--- src/mdu_pkg.sv ---
// Shared types for the multiply/divide unit
// Operation codes, word widths, request/response structs and FSM encodings

package mdu_pkg;

  //////////////////////////////////////////////////////////////////////////
  // Data widths
  //////////////////////////////////////////////////////////////////////////

  typedef logic [31:0] word_t;
  typedef logic [15:0] half_t;
  typedef logic [47:0] prod48_t;
  typedef logic [63:0] dword_t;

  //////////////////////////////////////////////////////////////////////////
  // Operations and handshake payloads
  //////////////////////////////////////////////////////////////////////////

  typedef enum logic [3:0] {
    OP_MUL,
    OP_MULH,
    OP_MULHSU,
    OP_MULHU,
    OP_DIV,
    OP_DIVU,
    OP_REM,
    OP_REMU,
    OP_KHM16
  } mdu_op_e;

  typedef struct packed {
    mdu_op_e op;
    word_t   op_a;
    word_t   op_b;
  } mdu_req_t;

  typedef struct packed {
    word_t result;
    logic  ov;
  } mdu_rsp_t;

  //////////////////////////////////////////////////////////////////////////
  // Multiplier array
  //////////////////////////////////////////////////////////////////////////

  // Two halfword lanes or one 32x16 product
  typedef enum logic {
    ARR_16X16,
    ARR_32X16
  } array_mode_e;

  typedef struct packed {
    word_t hi;
    word_t lo;
  } lane_prod_t;

  //////////////////////////////////////////////////////////////////////////
  // State machines
  //////////////////////////////////////////////////////////////////////////

  typedef enum logic {
    MS_LOWER,
    MS_UPPER
  } mult_state_e;

  typedef enum logic [2:0] {
    DS_IDLE,
    DS_ABS_A,
    DS_ABS_B,
    DS_COMP,
    DS_LAST,
    DS_SIGN,
    DS_FINISH
  } div_state_e;

endpackage

--- src/mdu_div.sv ---
// Restoring divider for DIV, DIVU, REM and REMU
// Absolute values, 32 compare/subtract steps, then sign fix on one subtractor
`timescale 1ns/1ns

module mdu_div import mdu_pkg::*; (
  input  logic     clk_i,
  input  logic     rst_ni,
  input  logic     start_i,
  input  mdu_req_t req_i,
  input  logic     rsp_ready_i,
  output logic     busy_o,
  output logic     valid_o,
  output mdu_rsp_t rsp_o
);

  div_state_e  state_q;
  div_state_e  state_d;
  logic [4:0]  cnt_q;
  logic [4:0]  cnt_d;

  mdu_op_e     op_q;
  word_t       a_q;
  word_t       b_q;
  word_t       num_q;
  word_t       den_q;
  word_t       rem_q;
  word_t       quo_q;
  word_t       res_q;

  logic        req_div_by_zero;
  logic        req_is_quot;
  logic        is_signed;
  logic        is_quot;
  logic        sign_a;
  logic        sign_b;
  logic        change_sign;
  logic [32:0] add_a;
  logic [32:0] add_b;
  logic [33:0] add_res;
  logic [32:0] trial;
  logic        ge;
  word_t       rem_next;
  word_t       quo_next;

  // Decode on the incoming request for the zero-divisor short path
  assign req_div_by_zero = (req_i.op_b == '0);
  assign req_is_quot     = req_i.op inside {OP_DIV, OP_DIVU};

  assign is_signed = op_q inside {OP_DIV, OP_REM};
  assign is_quot   = op_q inside {OP_DIV, OP_DIVU};
  assign sign_a    = a_q[31] & is_signed;
  assign sign_b    = b_q[31] & is_signed;

  // The zero-divisor path bypasses DS_SIGN, so no quotient sign applies there
  assign change_sign = is_quot ? (sign_a ^ sign_b) : sign_a;

  ////////////////////////////////////////////////////////////////////////////
  // Subtractor
  ////////////////////////////////////////////////////////////////////////////

  // Shift in the next dividend bit
  assign trial = {rem_q, num_q[cnt_q]};

  always_comb begin
    add_a = '0;
    add_b = {1'b0, b_q};
    case (state_q)
      DS_ABS_A: add_b = {1'b0, a_q};
      DS_COMP, DS_LAST: begin
        add_a = trial;
        add_b = {1'b0, den_q};
      end
      DS_SIGN:  add_b = {1'b0, res_q};
      default:  add_b = {1'b0, b_q};
    endcase
  end

  assign add_res  = {1'b0, add_a} - {1'b0, add_b};
  assign ge       = ~add_res[33];
  assign rem_next = ge ? add_res[31:0] : trial[31:0];
  assign quo_next = {quo_q[30:0], ge};

  ////////////////////////////////////////////////////////////////////////////
  // FSM
  ////////////////////////////////////////////////////////////////////////////

  always_comb begin
    state_d = state_q;
    cnt_d   = cnt_q;
    unique case (state_q)
      DS_IDLE: begin
        if (start_i) begin
          state_d = req_div_by_zero ? DS_FINISH : DS_ABS_A;
        end
      end
      DS_ABS_A: state_d = DS_ABS_B;
      DS_ABS_B: begin
        state_d = DS_COMP;
        cnt_d   = 5'd31;
      end
      DS_COMP: begin
        cnt_d = cnt_q - 5'd1;
        if (cnt_q == 5'd1) begin
          state_d = DS_LAST;
        end
      end
      DS_LAST:  state_d = DS_SIGN;
      DS_SIGN:  state_d = DS_FINISH;
      DS_FINISH: begin
        if (rsp_ready_i) begin
          state_d = DS_IDLE;
        end
      end
      default:  state_d = DS_IDLE;
    endcase
  end

  always_ff @(posedge clk_i or negedge rst_ni) begin
    if (!rst_ni) begin
      state_q <= DS_IDLE;
      cnt_q   <= '0;
    end else begin
      state_q <= state_d;
      cnt_q   <= cnt_d;
    end
  end

  // Datapath registers
  always_ff @(posedge clk_i) begin
    case (state_q)
      DS_IDLE: begin
        if (start_i) begin
          op_q  <= req_i.op;
          a_q   <= req_i.op_a;
          b_q   <= req_i.op_b;
          // Quotient of all ones or the dividend, overwritten unless divisor is zero
          res_q <= req_is_quot ? '1 : req_i.op_a;
        end
      end
      DS_ABS_A: num_q <= sign_a ? add_res[31:0] : a_q;
      DS_ABS_B: begin
        den_q <= sign_b ? add_res[31:0] : b_q;
        rem_q <= '0;
        quo_q <= '0;
      end
      DS_COMP: begin
        rem_q <= rem_next;
        quo_q <= quo_next;
      end
      DS_LAST:  res_q <= is_quot ? quo_next : rem_next;
      DS_SIGN: begin
        if (change_sign) begin
          res_q <= add_res[31:0];
        end
      end
    endcase
  end

  assign busy_o       = (state_q != DS_IDLE);
  assign valid_o      = (state_q == DS_FINISH);
  assign rsp_o.result = res_q;
  assign rsp_o.ov     = 1'b0;

endmodule

--- src/mdu_mult.sv ---
// Multiplier sequencer for MUL, MULH, MULHSU, MULHU and KHM16
// Two 32x16 passes build the 64-bit product, KHM16 finishes in one pass
`timescale 1ns/1ns

module mdu_mult import mdu_pkg::*; (
  input  logic     clk_i,
  input  logic     rst_ni,
  input  logic     start_i,
  input  mdu_req_t req_i,
  input  logic     rsp_ready_i,
  output logic     busy_o,
  output logic     valid_o,
  output mdu_rsp_t rsp_o
);

  mult_state_e state_q;
  logic        busy_q;
  logic        valid_q;
  mdu_op_e     op_q;
  word_t       a_q;
  word_t       b_q;
  prod48_t     partial_q;
  mdu_rsp_t    rsp_q;
  mdu_rsp_t    rsp_d;

  logic        is_khm;
  logic        running;
  logic        finish;
  logic        b_upper;
  logic        sign_a;
  logic        sign_b_op;
  logic        sign_b;
  array_mode_e arr_mode;
  lane_prod_t  lanes;
  prod48_t     wide;
  prod48_t     upper_sum;
  dword_t      full_prod;
  word_t       mul_word;
  half_t       khm_lo;
  half_t       khm_hi;
  logic        sat_lo;
  logic        sat_hi;

  assign is_khm  = (op_q == OP_KHM16);
  assign running = busy_q & ~valid_q;
  assign b_upper = (state_q == MS_UPPER);
  assign finish  = running & (b_upper | is_khm);

  // Low half of op_b is always unsigned in the first pass
  assign sign_a    = (op_q != OP_MULHU);
  assign sign_b_op = op_q inside {OP_MUL, OP_MULH, OP_KHM16};
  assign sign_b    = sign_b_op & (b_upper | is_khm);
  assign arr_mode  = is_khm ? ARR_16X16 : ARR_32X16;

  mdu_mult_array u_array (
    .op_a_i    (a_q),
    .op_b_i    (b_q),
    .mode_i    (arr_mode),
    .b_upper_i (b_upper),
    .sign_a_i  (sign_a),
    .sign_b_i  (sign_b),
    .lanes_o   (lanes),
    .wide_o    (wide)
  );

  ////////////////////////////////////////////////////////////////////////////
  // 32x32 combine
  ////////////////////////////////////////////////////////////////////////////

  assign upper_sum = wide + {{16{partial_q[47] & sign_a}}, partial_q[47:16]};
  assign full_prod = {upper_sum, partial_q[15:0]};
  assign mul_word  = (op_q == OP_MUL) ? full_prod[31:0] : full_prod[63:32];

  ////////////////////////////////////////////////////////////////////////////
  // KHM16 Q15 lanes
  ////////////////////////////////////////////////////////////////////////////

  // Only -1.0 times -1.0 leaves the Q15 range
  assign sat_lo = (a_q[15:0] == 16'h8000) & (b_q[15:0] == 16'h8000);
  assign sat_hi = (a_q[31:16] == 16'h8000) & (b_q[31:16] == 16'h8000);
  assign khm_lo = sat_lo ? 16'h7fff : lanes.lo[30:15];
  assign khm_hi = sat_hi ? 16'h7fff : lanes.hi[30:15];

  always_comb begin
    if (is_khm) begin
      rsp_d.result = {khm_hi, khm_lo};
      rsp_d.ov     = sat_lo | sat_hi;
    end else begin
      rsp_d.result = mul_word;
      rsp_d.ov     = 1'b0;
    end
  end

  // Control
  always_ff @(posedge clk_i or negedge rst_ni) begin
    if (!rst_ni) begin
      state_q <= MS_LOWER;
      busy_q  <= 1'b0;
      valid_q <= 1'b0;
    end else if (start_i) begin
      state_q <= MS_LOWER;
      busy_q  <= 1'b1;
    end else if (valid_q) begin
      if (rsp_ready_i) begin
        valid_q <= 1'b0;
        busy_q  <= 1'b0;
      end
    end else if (finish) begin
      state_q <= MS_LOWER;
      valid_q <= 1'b1;
    end else if (running) begin
      state_q <= MS_UPPER;
    end
  end

  // Request, partial product and result
  always_ff @(posedge clk_i) begin
    if (start_i) begin
      op_q <= req_i.op;
      a_q  <= req_i.op_a;
      b_q  <= req_i.op_b;
    end
    if (running && !b_upper) begin
      partial_q <= wide;
    end
    if (finish) begin
      rsp_q <= rsp_d;
    end
  end

  assign busy_o  = busy_q;
  assign valid_o = valid_q;
  assign rsp_o   = rsp_q;

endmodule

--- src/mdu_mult_array.sv ---
// Array of eight 8x8 signed multipliers
// Gives two 16x16 lane products or one 32x16 product, signed or unsigned
`timescale 1ns/1ns

module mdu_mult_array import mdu_pkg::*; (
  input  word_t       op_a_i,
  input  word_t       op_b_i,
  input  array_mode_e mode_i,
  input  logic        b_upper_i,
  input  logic        sign_a_i,
  input  logic        sign_b_i,
  output lane_prod_t  lanes_o,
  output prod48_t     wide_o
);

  logic              lane_mode;
  half_t             b_sel;
  half_t             b_ker0;
  half_t             b_ker1;
  logic [3:0][7:0]   a_byte;
  logic [3:0][7:0]   b_byte;
  logic [3:0]        a_sign;
  logic [3:0]        b_sign;
  logic [17:0]       pp [2][2][2];
  logic signed [32:0] ker_sum [2];
  logic signed [47:0] wide_sum;

  //////////////////////////////////////////////////////////////////////////
  // Operand steering
  //////////////////////////////////////////////////////////////////////////

  assign lane_mode = (mode_i == ARR_16X16);

  // Wide mode feeds the same op_b half to both kernels
  assign b_sel  = b_upper_i ? op_b_i[31:16] : op_b_i[15:0];
  assign b_ker0 = lane_mode ? op_b_i[15:0]  : b_sel;
  assign b_ker1 = lane_mode ? op_b_i[31:16] : b_sel;

  assign a_byte = op_a_i;
  assign b_byte = {b_ker1, b_ker0};

  // Ninth bit of each byte operand
  // Only the top byte of a signed halfword or word carries a sign
  assign a_sign = {op_a_i[31] & sign_a_i,
                   1'b0,
                   op_a_i[15] & sign_a_i & lane_mode,
                   1'b0};
  assign b_sign = {b_ker1[15] & sign_b_i,
                   1'b0,
                   b_ker0[15] & sign_b_i,
                   1'b0};

  //////////////////////////////////////////////////////////////////////////
  // 9x9 multipliers and 16x16 kernel adders
  //////////////////////////////////////////////////////////////////////////

  for (genvar k = 0; k < 2; k++) begin : g_kernel
    for (genvar i = 0; i < 2; i++) begin : g_a
      for (genvar j = 0; j < 2; j++) begin : g_b
        assign pp[k][i][j] = $signed({a_sign[2*k+i], a_byte[2*k+i]})
                           * $signed({b_sign[2*k+j], b_byte[2*k+j]});
      end
    end

    // Cross terms sit one byte up, the high term two bytes up
    assign ker_sum[k] = $signed(pp[k][0][0])
                      + ($signed(pp[k][0][1]) <<< 8)
                      + ($signed(pp[k][1][0]) <<< 8)
                      + ($signed(pp[k][1][1]) <<< 16);
  end

  //////////////////////////////////////////////////////////////////////////
  // Results
  //////////////////////////////////////////////////////////////////////////

  assign lanes_o.lo = ker_sum[0][31:0];
  assign lanes_o.hi = ker_sum[1][31:0];

  // Upper kernel holds op_a[31:16] times the op_b half
  assign wide_sum = (ker_sum[1] <<< 16) + ker_sum[0];
  assign wide_o   = wide_sum;

endmodule

--- src/mdu_top.sv ---
// Multiply/divide unit top level
// Starts the multiplier or the divider and returns the busy unit's response
`timescale 1ns/1ns

module mdu_top import mdu_pkg::*; (
  input  logic     clk_i,
  input  logic     rst_ni,
  input  logic     req_valid_i,
  input  mdu_req_t req_i,
  output logic     req_ready_o,
  output logic     rsp_valid_o,
  output mdu_rsp_t rsp_o,
  input  logic     rsp_ready_i
);

  logic     accept;
  logic     is_div_op;
  logic     mult_start;
  logic     div_start;
  logic     mult_busy;
  logic     div_busy;
  logic     mult_valid;
  logic     div_valid;
  mdu_rsp_t mult_rsp;
  mdu_rsp_t div_rsp;

  // One operation in flight
  assign req_ready_o = ~(mult_busy | div_busy);
  assign accept      = req_valid_i & req_ready_o;

  assign is_div_op  = req_i.op inside {OP_DIV, OP_DIVU, OP_REM, OP_REMU};
  assign mult_start = accept & ~is_div_op;
  assign div_start  = accept & is_div_op;

  mdu_mult u_mult (
    .clk_i       (clk_i),
    .rst_ni      (rst_ni),
    .start_i     (mult_start),
    .req_i       (req_i),
    .rsp_ready_i (rsp_ready_i),
    .busy_o      (mult_busy),
    .valid_o     (mult_valid),
    .rsp_o       (mult_rsp)
  );

  mdu_div u_div (
    .clk_i       (clk_i),
    .rst_ni      (rst_ni),
    .start_i     (div_start),
    .req_i       (req_i),
    .rsp_ready_i (rsp_ready_i),
    .busy_o      (div_busy),
    .valid_o     (div_valid),
    .rsp_o       (div_rsp)
  );

  // Response of whichever unit holds the operation
  assign rsp_valid_o = div_busy ? div_valid : mult_valid;
  assign rsp_o       = div_busy ? div_rsp : mult_rsp;

endmodule

--- config.mk ---
export PLATFORM = sky130hd
export DESIGN_NAME = mdu_top
export DESIGN_NICKNAME = d
export VERILOG_FILES = /design/src/mdu_pkg.sv /design/src/mdu_div.sv /design/src/mdu_mult.sv /design/src/mdu_mult_array.sv /design/src/mdu_top.sv
export SDC_FILE = /design/constraint.sdc
export NUM_CORES = 2
export LEC_CHECK = 0
export BUFFER_PORTS_ARGS = -buffer_cell sky130_fd_sc_hd__buf_2
export CORE_AREA = 2 2 294 296
export DETAILED_ROUTE_END_ITERATION = 10
export DIE_AREA = 0 0 296 298
export HOLD_SLACK_MARGIN = 0.03
export PLACE_DENSITY = 0.72
export SLEW_MARGIN = 5
export SYNTH_ARGS = -nofsm -noshare
export SYNTH_HDL_FRONTEND = slang
export SYNTH_SLANG_ARGS = --single-unit
--- constraint.sdc ---
create_clock -name clk_i -period 12.7 [get_ports clk_i]
set_clock_uncertainty 0.2 [all_clocks]
set_input_delay 1.905 -clock clk_i [delete_from_list [all_inputs] [get_ports clk_i]]
set_output_delay 1.905 -clock clk_i [all_outputs]
set_load 0.05 [all_outputs]
Word-level counts from Yosys, hierarchy flattened
Cells that the tools add are included.
{ "totals": {"mem_bits_rw": 0, "in_bits": 72, "regBits": 387, "wordCells": 150, "output_inout_bits": 35, "n_memories": 0, "romBits": 0, "latchBits": 0} }
{ "classes": {"mux": 40, "shift": 0, "magnitude_cmp": 1, "bitwise_logic": 24, "n_addsub": 10, "n_eq_ne": 26, "div_mod_pow": 0, "reduce_logical": 22, "mul": 8} }
{ "op_table": {"columns": ["operator", "count"], "rows": [
  ["$mux 32", 8],
  ["$pmux 32 s3", 2],
  ["$mux 33", 3],
  ["$mux 16", 5],
  ["$mul 9x9->18", 4],
  ["$eq 16x16->1 const B", 4],
  ["$pmux 32 s2", 1],
  ["$pmux 31 s2", 1],
  ["$add 27x26->28", 2],
  ["$add 17x26->27", 2],
  ["$add 48x33->48", 1],
  ["$add 48x48->48", 1],
  ["$sub 33x32->34", 1],
  ["$add 28x33->33", 1],
  ["$add 32x32->32", 1],
  ["$logic_not 32->1", 1],
  ["$mul 8x8->16", 2],
  ["$eq 4x3->1 const B", 7],
  ["$pmux 3 s7", 1],
  ["$mul 9x9->17", 1],
  ["$and 1x1->1", 16],
  ["$mul 9x9->16", 1],
  ["$mux 1", 13],
  ["$mux 3", 4],
  ["other kinds (26)", 48]
]} }

Depth between registers and ports, before layout
{ "depth": {"ltp_word": 12, "mapped_depth": 61, "ltp_nobuf": 59} }

Modules after synthesis
A second synthesis with hierarchy kept.
{ "unflattened": {"cells_unflattened": 4982, "hier_area_um2": 47060.1} }
{ "by_module_without_submodules": {"columns": ["module", "instances", "cells_each", "seq_area_each_um2", "area_each_um2"], "rows": [
  ["mdu_mult_array", 1, 2944, 0.0, 25114.1],
  ["mdu_div", 1, 1266, 7016.7, 13260.2],
  ["mdu_mult", 1, 729, 4549.4, 8240.4],
  ["mdu_top", 1, 43, 0.0, 445.4]
]} }

Worst setup path after synthesis
OpenSTA, ideal clock, no wires.
{ "synth_timing": {"path_type": "register -> register", "from": "reg u_mult.op_q[0]", "to": "reg u_mult.rsp_q (netlist bit u_mult.rsp_o[32]), data pin", "stages_incl_launch_ff": 54, "t_arrival_ps": 13250, "slack_ps": -1009, "setup_time_ps": 259, "cell_sequence": "edfxtp_1 > or4b_4 > nand2_4 > clkbuf_1 > mux2_2 > clkbuf_1 > and2_1 > fa_1 > fa_1 > inv_1 > fa_1 > inv_1 > fa_1 > inv_1 > fa_1 > inv_1 > ha_1 > o21a_1 > [18 not listed] > nor2_1 > nand2_1 > a211oi_1 > a2111oi_1 > nor2_1 > ha_1 > and3_1 > and3_1 > and3_1 > o311a_1 > o31ai_1 > a21oi_1 > o21ai_1 > a21boi_0 > o221ai_1 > o21ai_0 > xnor2_1 > a211o_1"} }
{ "synth_rtl": {"columns": ["element", "line_no", "source"], "rows": [
  ["start, declared", "mdu_mult.sv:19", "mdu_op_e op_q;"],
  ["start signal, assigned", "mdu_mult.sv:119", "op_q <= req_i.op;"],
  ["end signal, assigned", "mdu_mult.sv:127", "rsp_q <= rsp_d;"],
  ["end, declared", "mdu_mult.sv:23", "mdu_rsp_t rsp_q;"]
]} }

==> flow_summary.toml <==
[placement]
place_area_um2 = 49830
gp_congestion = 0.9996
portBuffers = 106
dpl.hpwl_um = 114900

[drt]
vias = 38117
avgViaCountPerCell = 6.019
firstDrtPassIters = 8
drc = 0
post_drt_wl_per_cell_um = 23.34
routed_wl_um = 147800
drtIter0Drc = 3712
ant_nets = 0

[final_layout]
drive_above_1_share = 0.1496
finalInstanceArea_um2 = 52670
syn2layout_area_growth_pct = 13.44
utilization = 0.6206
layout_common_cells = "inv_1 (698), ha_1 (474), nand2_1 (439)"
fin_nets = 6159
final_common_cell = "inv_1"

[synth]
synth_top_area_frac = 0.2432
yosysTopAreaCell = "edfxtp_1"
synth_edf_count = 376
synthCells = 4887
synth-seq-area-share = 0.2491
ys_top_cells_by_area = "edfxtp_1 (24%), fa_1 (19%), ha_1 (13%)"
yosysWarnings = 0
synth-seq-cells = 387
synth_top_flop_cell = "edfxtp_1"
synth_area_um2 = 46430
syn-num-nets = 5896
synth_cell_types = 91
async_flop_share = 0.02842
synth.avg_cell_area_um2 = 9.501

[clock_tree]
cts_tree = "done"
clock_latency_ns = 0.63
clk_pin_slew_ns = 0.07
cts_root_buf = "clkbuf_16"
cts_sinks = 387
clockBufferDepth = 3
h-tree-depth = 2
cts-buffers-inserted = 46

[floorplan]
core_um2 = 84880
placementRows = 107
die-area_um2 = 88210
die_height_um = 298
start_util = 0.5470
io_pins = 107
die_w_um = 296

[sta]
finalHoldViolCount = 0
worst-slew-pin-transition_ns = 1.167
timing.hold.ws_ns = 0.3281
post-route-period-util = 0.9912
min_period_ns = 12.59
fmax_mhz = 79.44
grt_setup_unrepaired = "true"
finalSetupViolations = 0
maxSlewHeadroom = 0.2200
finalMaxSlewViolations = 0

[critical_path]
cp_slowest_cell = "or4b_4"
rr_worst_depth = 57
cp_common_cell = "fa_1"
slowest_delay_ns = 0.60
crit_type = "reg -> reg"
start_kind = "flip-flop"
r2r_slack_ns = 0.11
worstSetupEndpoint = "u_mult.rsp_o[32]"
rr_startpoint = "u_mult.op_q[1]"
worstPathArrival_ns = 12.76
crit_start = "u_mult.op_q[1]"
path_max_fanout = 5
worstReg2RegEnd = "u_mult.rsp_o[32]"
required_ns = 12.87
worstSetupEndpointType = "flip-flop"

[global_routing]
grt.total_usage = 0.3333
grt_pass1_wl_um = 222200
grt_pass1_vias = 37058
grt_max_degree = 71
antenna_found_initial = 5
overflow = 0

[min_path]
hp-class = "reg -> reg"
min_from = "u_mult.busy_o"

[status]
outcome = "finished, final reports clean"

[run]
cap_violations = 0
==> synthesized netlist by cell type (6+ instances only) <==
library cell  number
and3_1            45
or3_1             12
or2_2             27
ha_1             491
clkbuf_1         162
o22ai_1           45
nand2_1          446
xor2_1            64
o41ai_1            6
nand2b_1          40
edfxtp_1         376
a21o_1            88
xnor2_1          187
nand3_1           45
nor2_1           269
mux2_1             8
inv_1            709
nor4_1            27
o31a_1             7
o21a_1            38
nor2b_1           46
a2111oi_0          7
mux2_2            67
nand3b_1           6
o221ai_1          76
and2_1           311
o21bai_1          40
o21ai_0          175
mux2i_1           59
a211o_1            7
nor3b_1            6
a21oi_1          249
a31oi_1           19
o211ai_1          10
buf_1             16
mux4_2            10
nor3_1            76
a21boi_0           6
nand4_1           15
o21ai_1           20
a211oi_1          27
fa_1             446
dfrtp_1           11
==> state kept, by name, indices dropped and copies added (netlist names) <==
signal,flops
u_div.a_q,32
u_div.b_q,32
u_div.cnt_q,5
u_div.den_q,32
u_div.num_q,32
u_div.op_q,4
u_div.quo_q,31
u_div.rem_q,32
u_div.res_q,32
u_div.state_q,3
u_mult.a_q,32
u_mult.b_q,32
u_mult.b_upper,1
u_mult.busy_o,1
u_mult.op_q,4
u_mult.partial_q,48
u_mult.rsp_o,33
u_mult.valid_o,1
==> final cells by class <==
class,count,area [um2]
diodes,2,5.005
clock inverters,34,409.1
flip-flops and latches,387,11570
multi-input cells,3605,32580
inverters,712,2673
well taps,1144,1431
clock buffers,51,1170
fillers,7107,32210
repair buffers,398,2828
==> worst max-delay path, delay by kind of cell, from the launching register on <==
family	cells	cell delay, ns
xor gates and xnor gates	5	1.00
and+or+nand+nor	8	1.31
muxes	1	0.32
buffers and inverters	9	0.89
AOI/OAI and AO/OA	24	4.40
adders and majority gates	10	3.82
DFF	1	0.40
==> kinds of logic after synthesis <==
group           synth area share
compound gates            0.1213
xor+xnor                 0.04940
mux                      0.03608
flops                     0.2491
buf+inv                  0.07268
simple gates              0.1468
fa+ha+maj                 0.3246
==> worst min-delay path by stage <==
stage / depth (start not counted) / endpoint
finish: 1 / u_mult.busy_o
global route: 1 / u_mult.busy_o
CTS: 1 / u_mult.busy_o
detailed placement: 1 / u_mult.busy_o
global placement: 1 / u_mult.busy_o
floorplan: 1 / u_mult.busy_o
==> layer usage <==
metal	vias up	share of wire	routed length, um	GRT usage
met1	18707	0.39	58300	0.4503
met2	1946	0.45	66560	0.5183
li1	17055	-	-	-
met5	-	0.00030	45	0
met4	6	0.054	8044	0.1564
met3	403	0.10	14860	0.06236
==> timing repair <==
action                                  CTS  global route
endpoints found under the setup margin    7            15
setup buffers                             3            28
gates resized for setup                  40           187
pin swaps                                19            87
gates cloned                              0             1
hold buffers                              0             0
==> per-stage QoR <==
stage / TNS [ns] / setup slack (ns) / instances
final: 0 / 0.1120 / 6333
after global routing: -2.265 / -0.4178 / 6331
after CTS: 0 / 0.02518 / 6304
after detailed placement: -0.5296 / -0.2072 / 6216
after global placement: -0.05965 / -0.05965 / 6216
after floorplan: 0 / 0.02117 / 4887
Power is left out: the tool's default activity adds up to more than one toggle a clock period on the data nets, which glitch-free logic cannot reach.
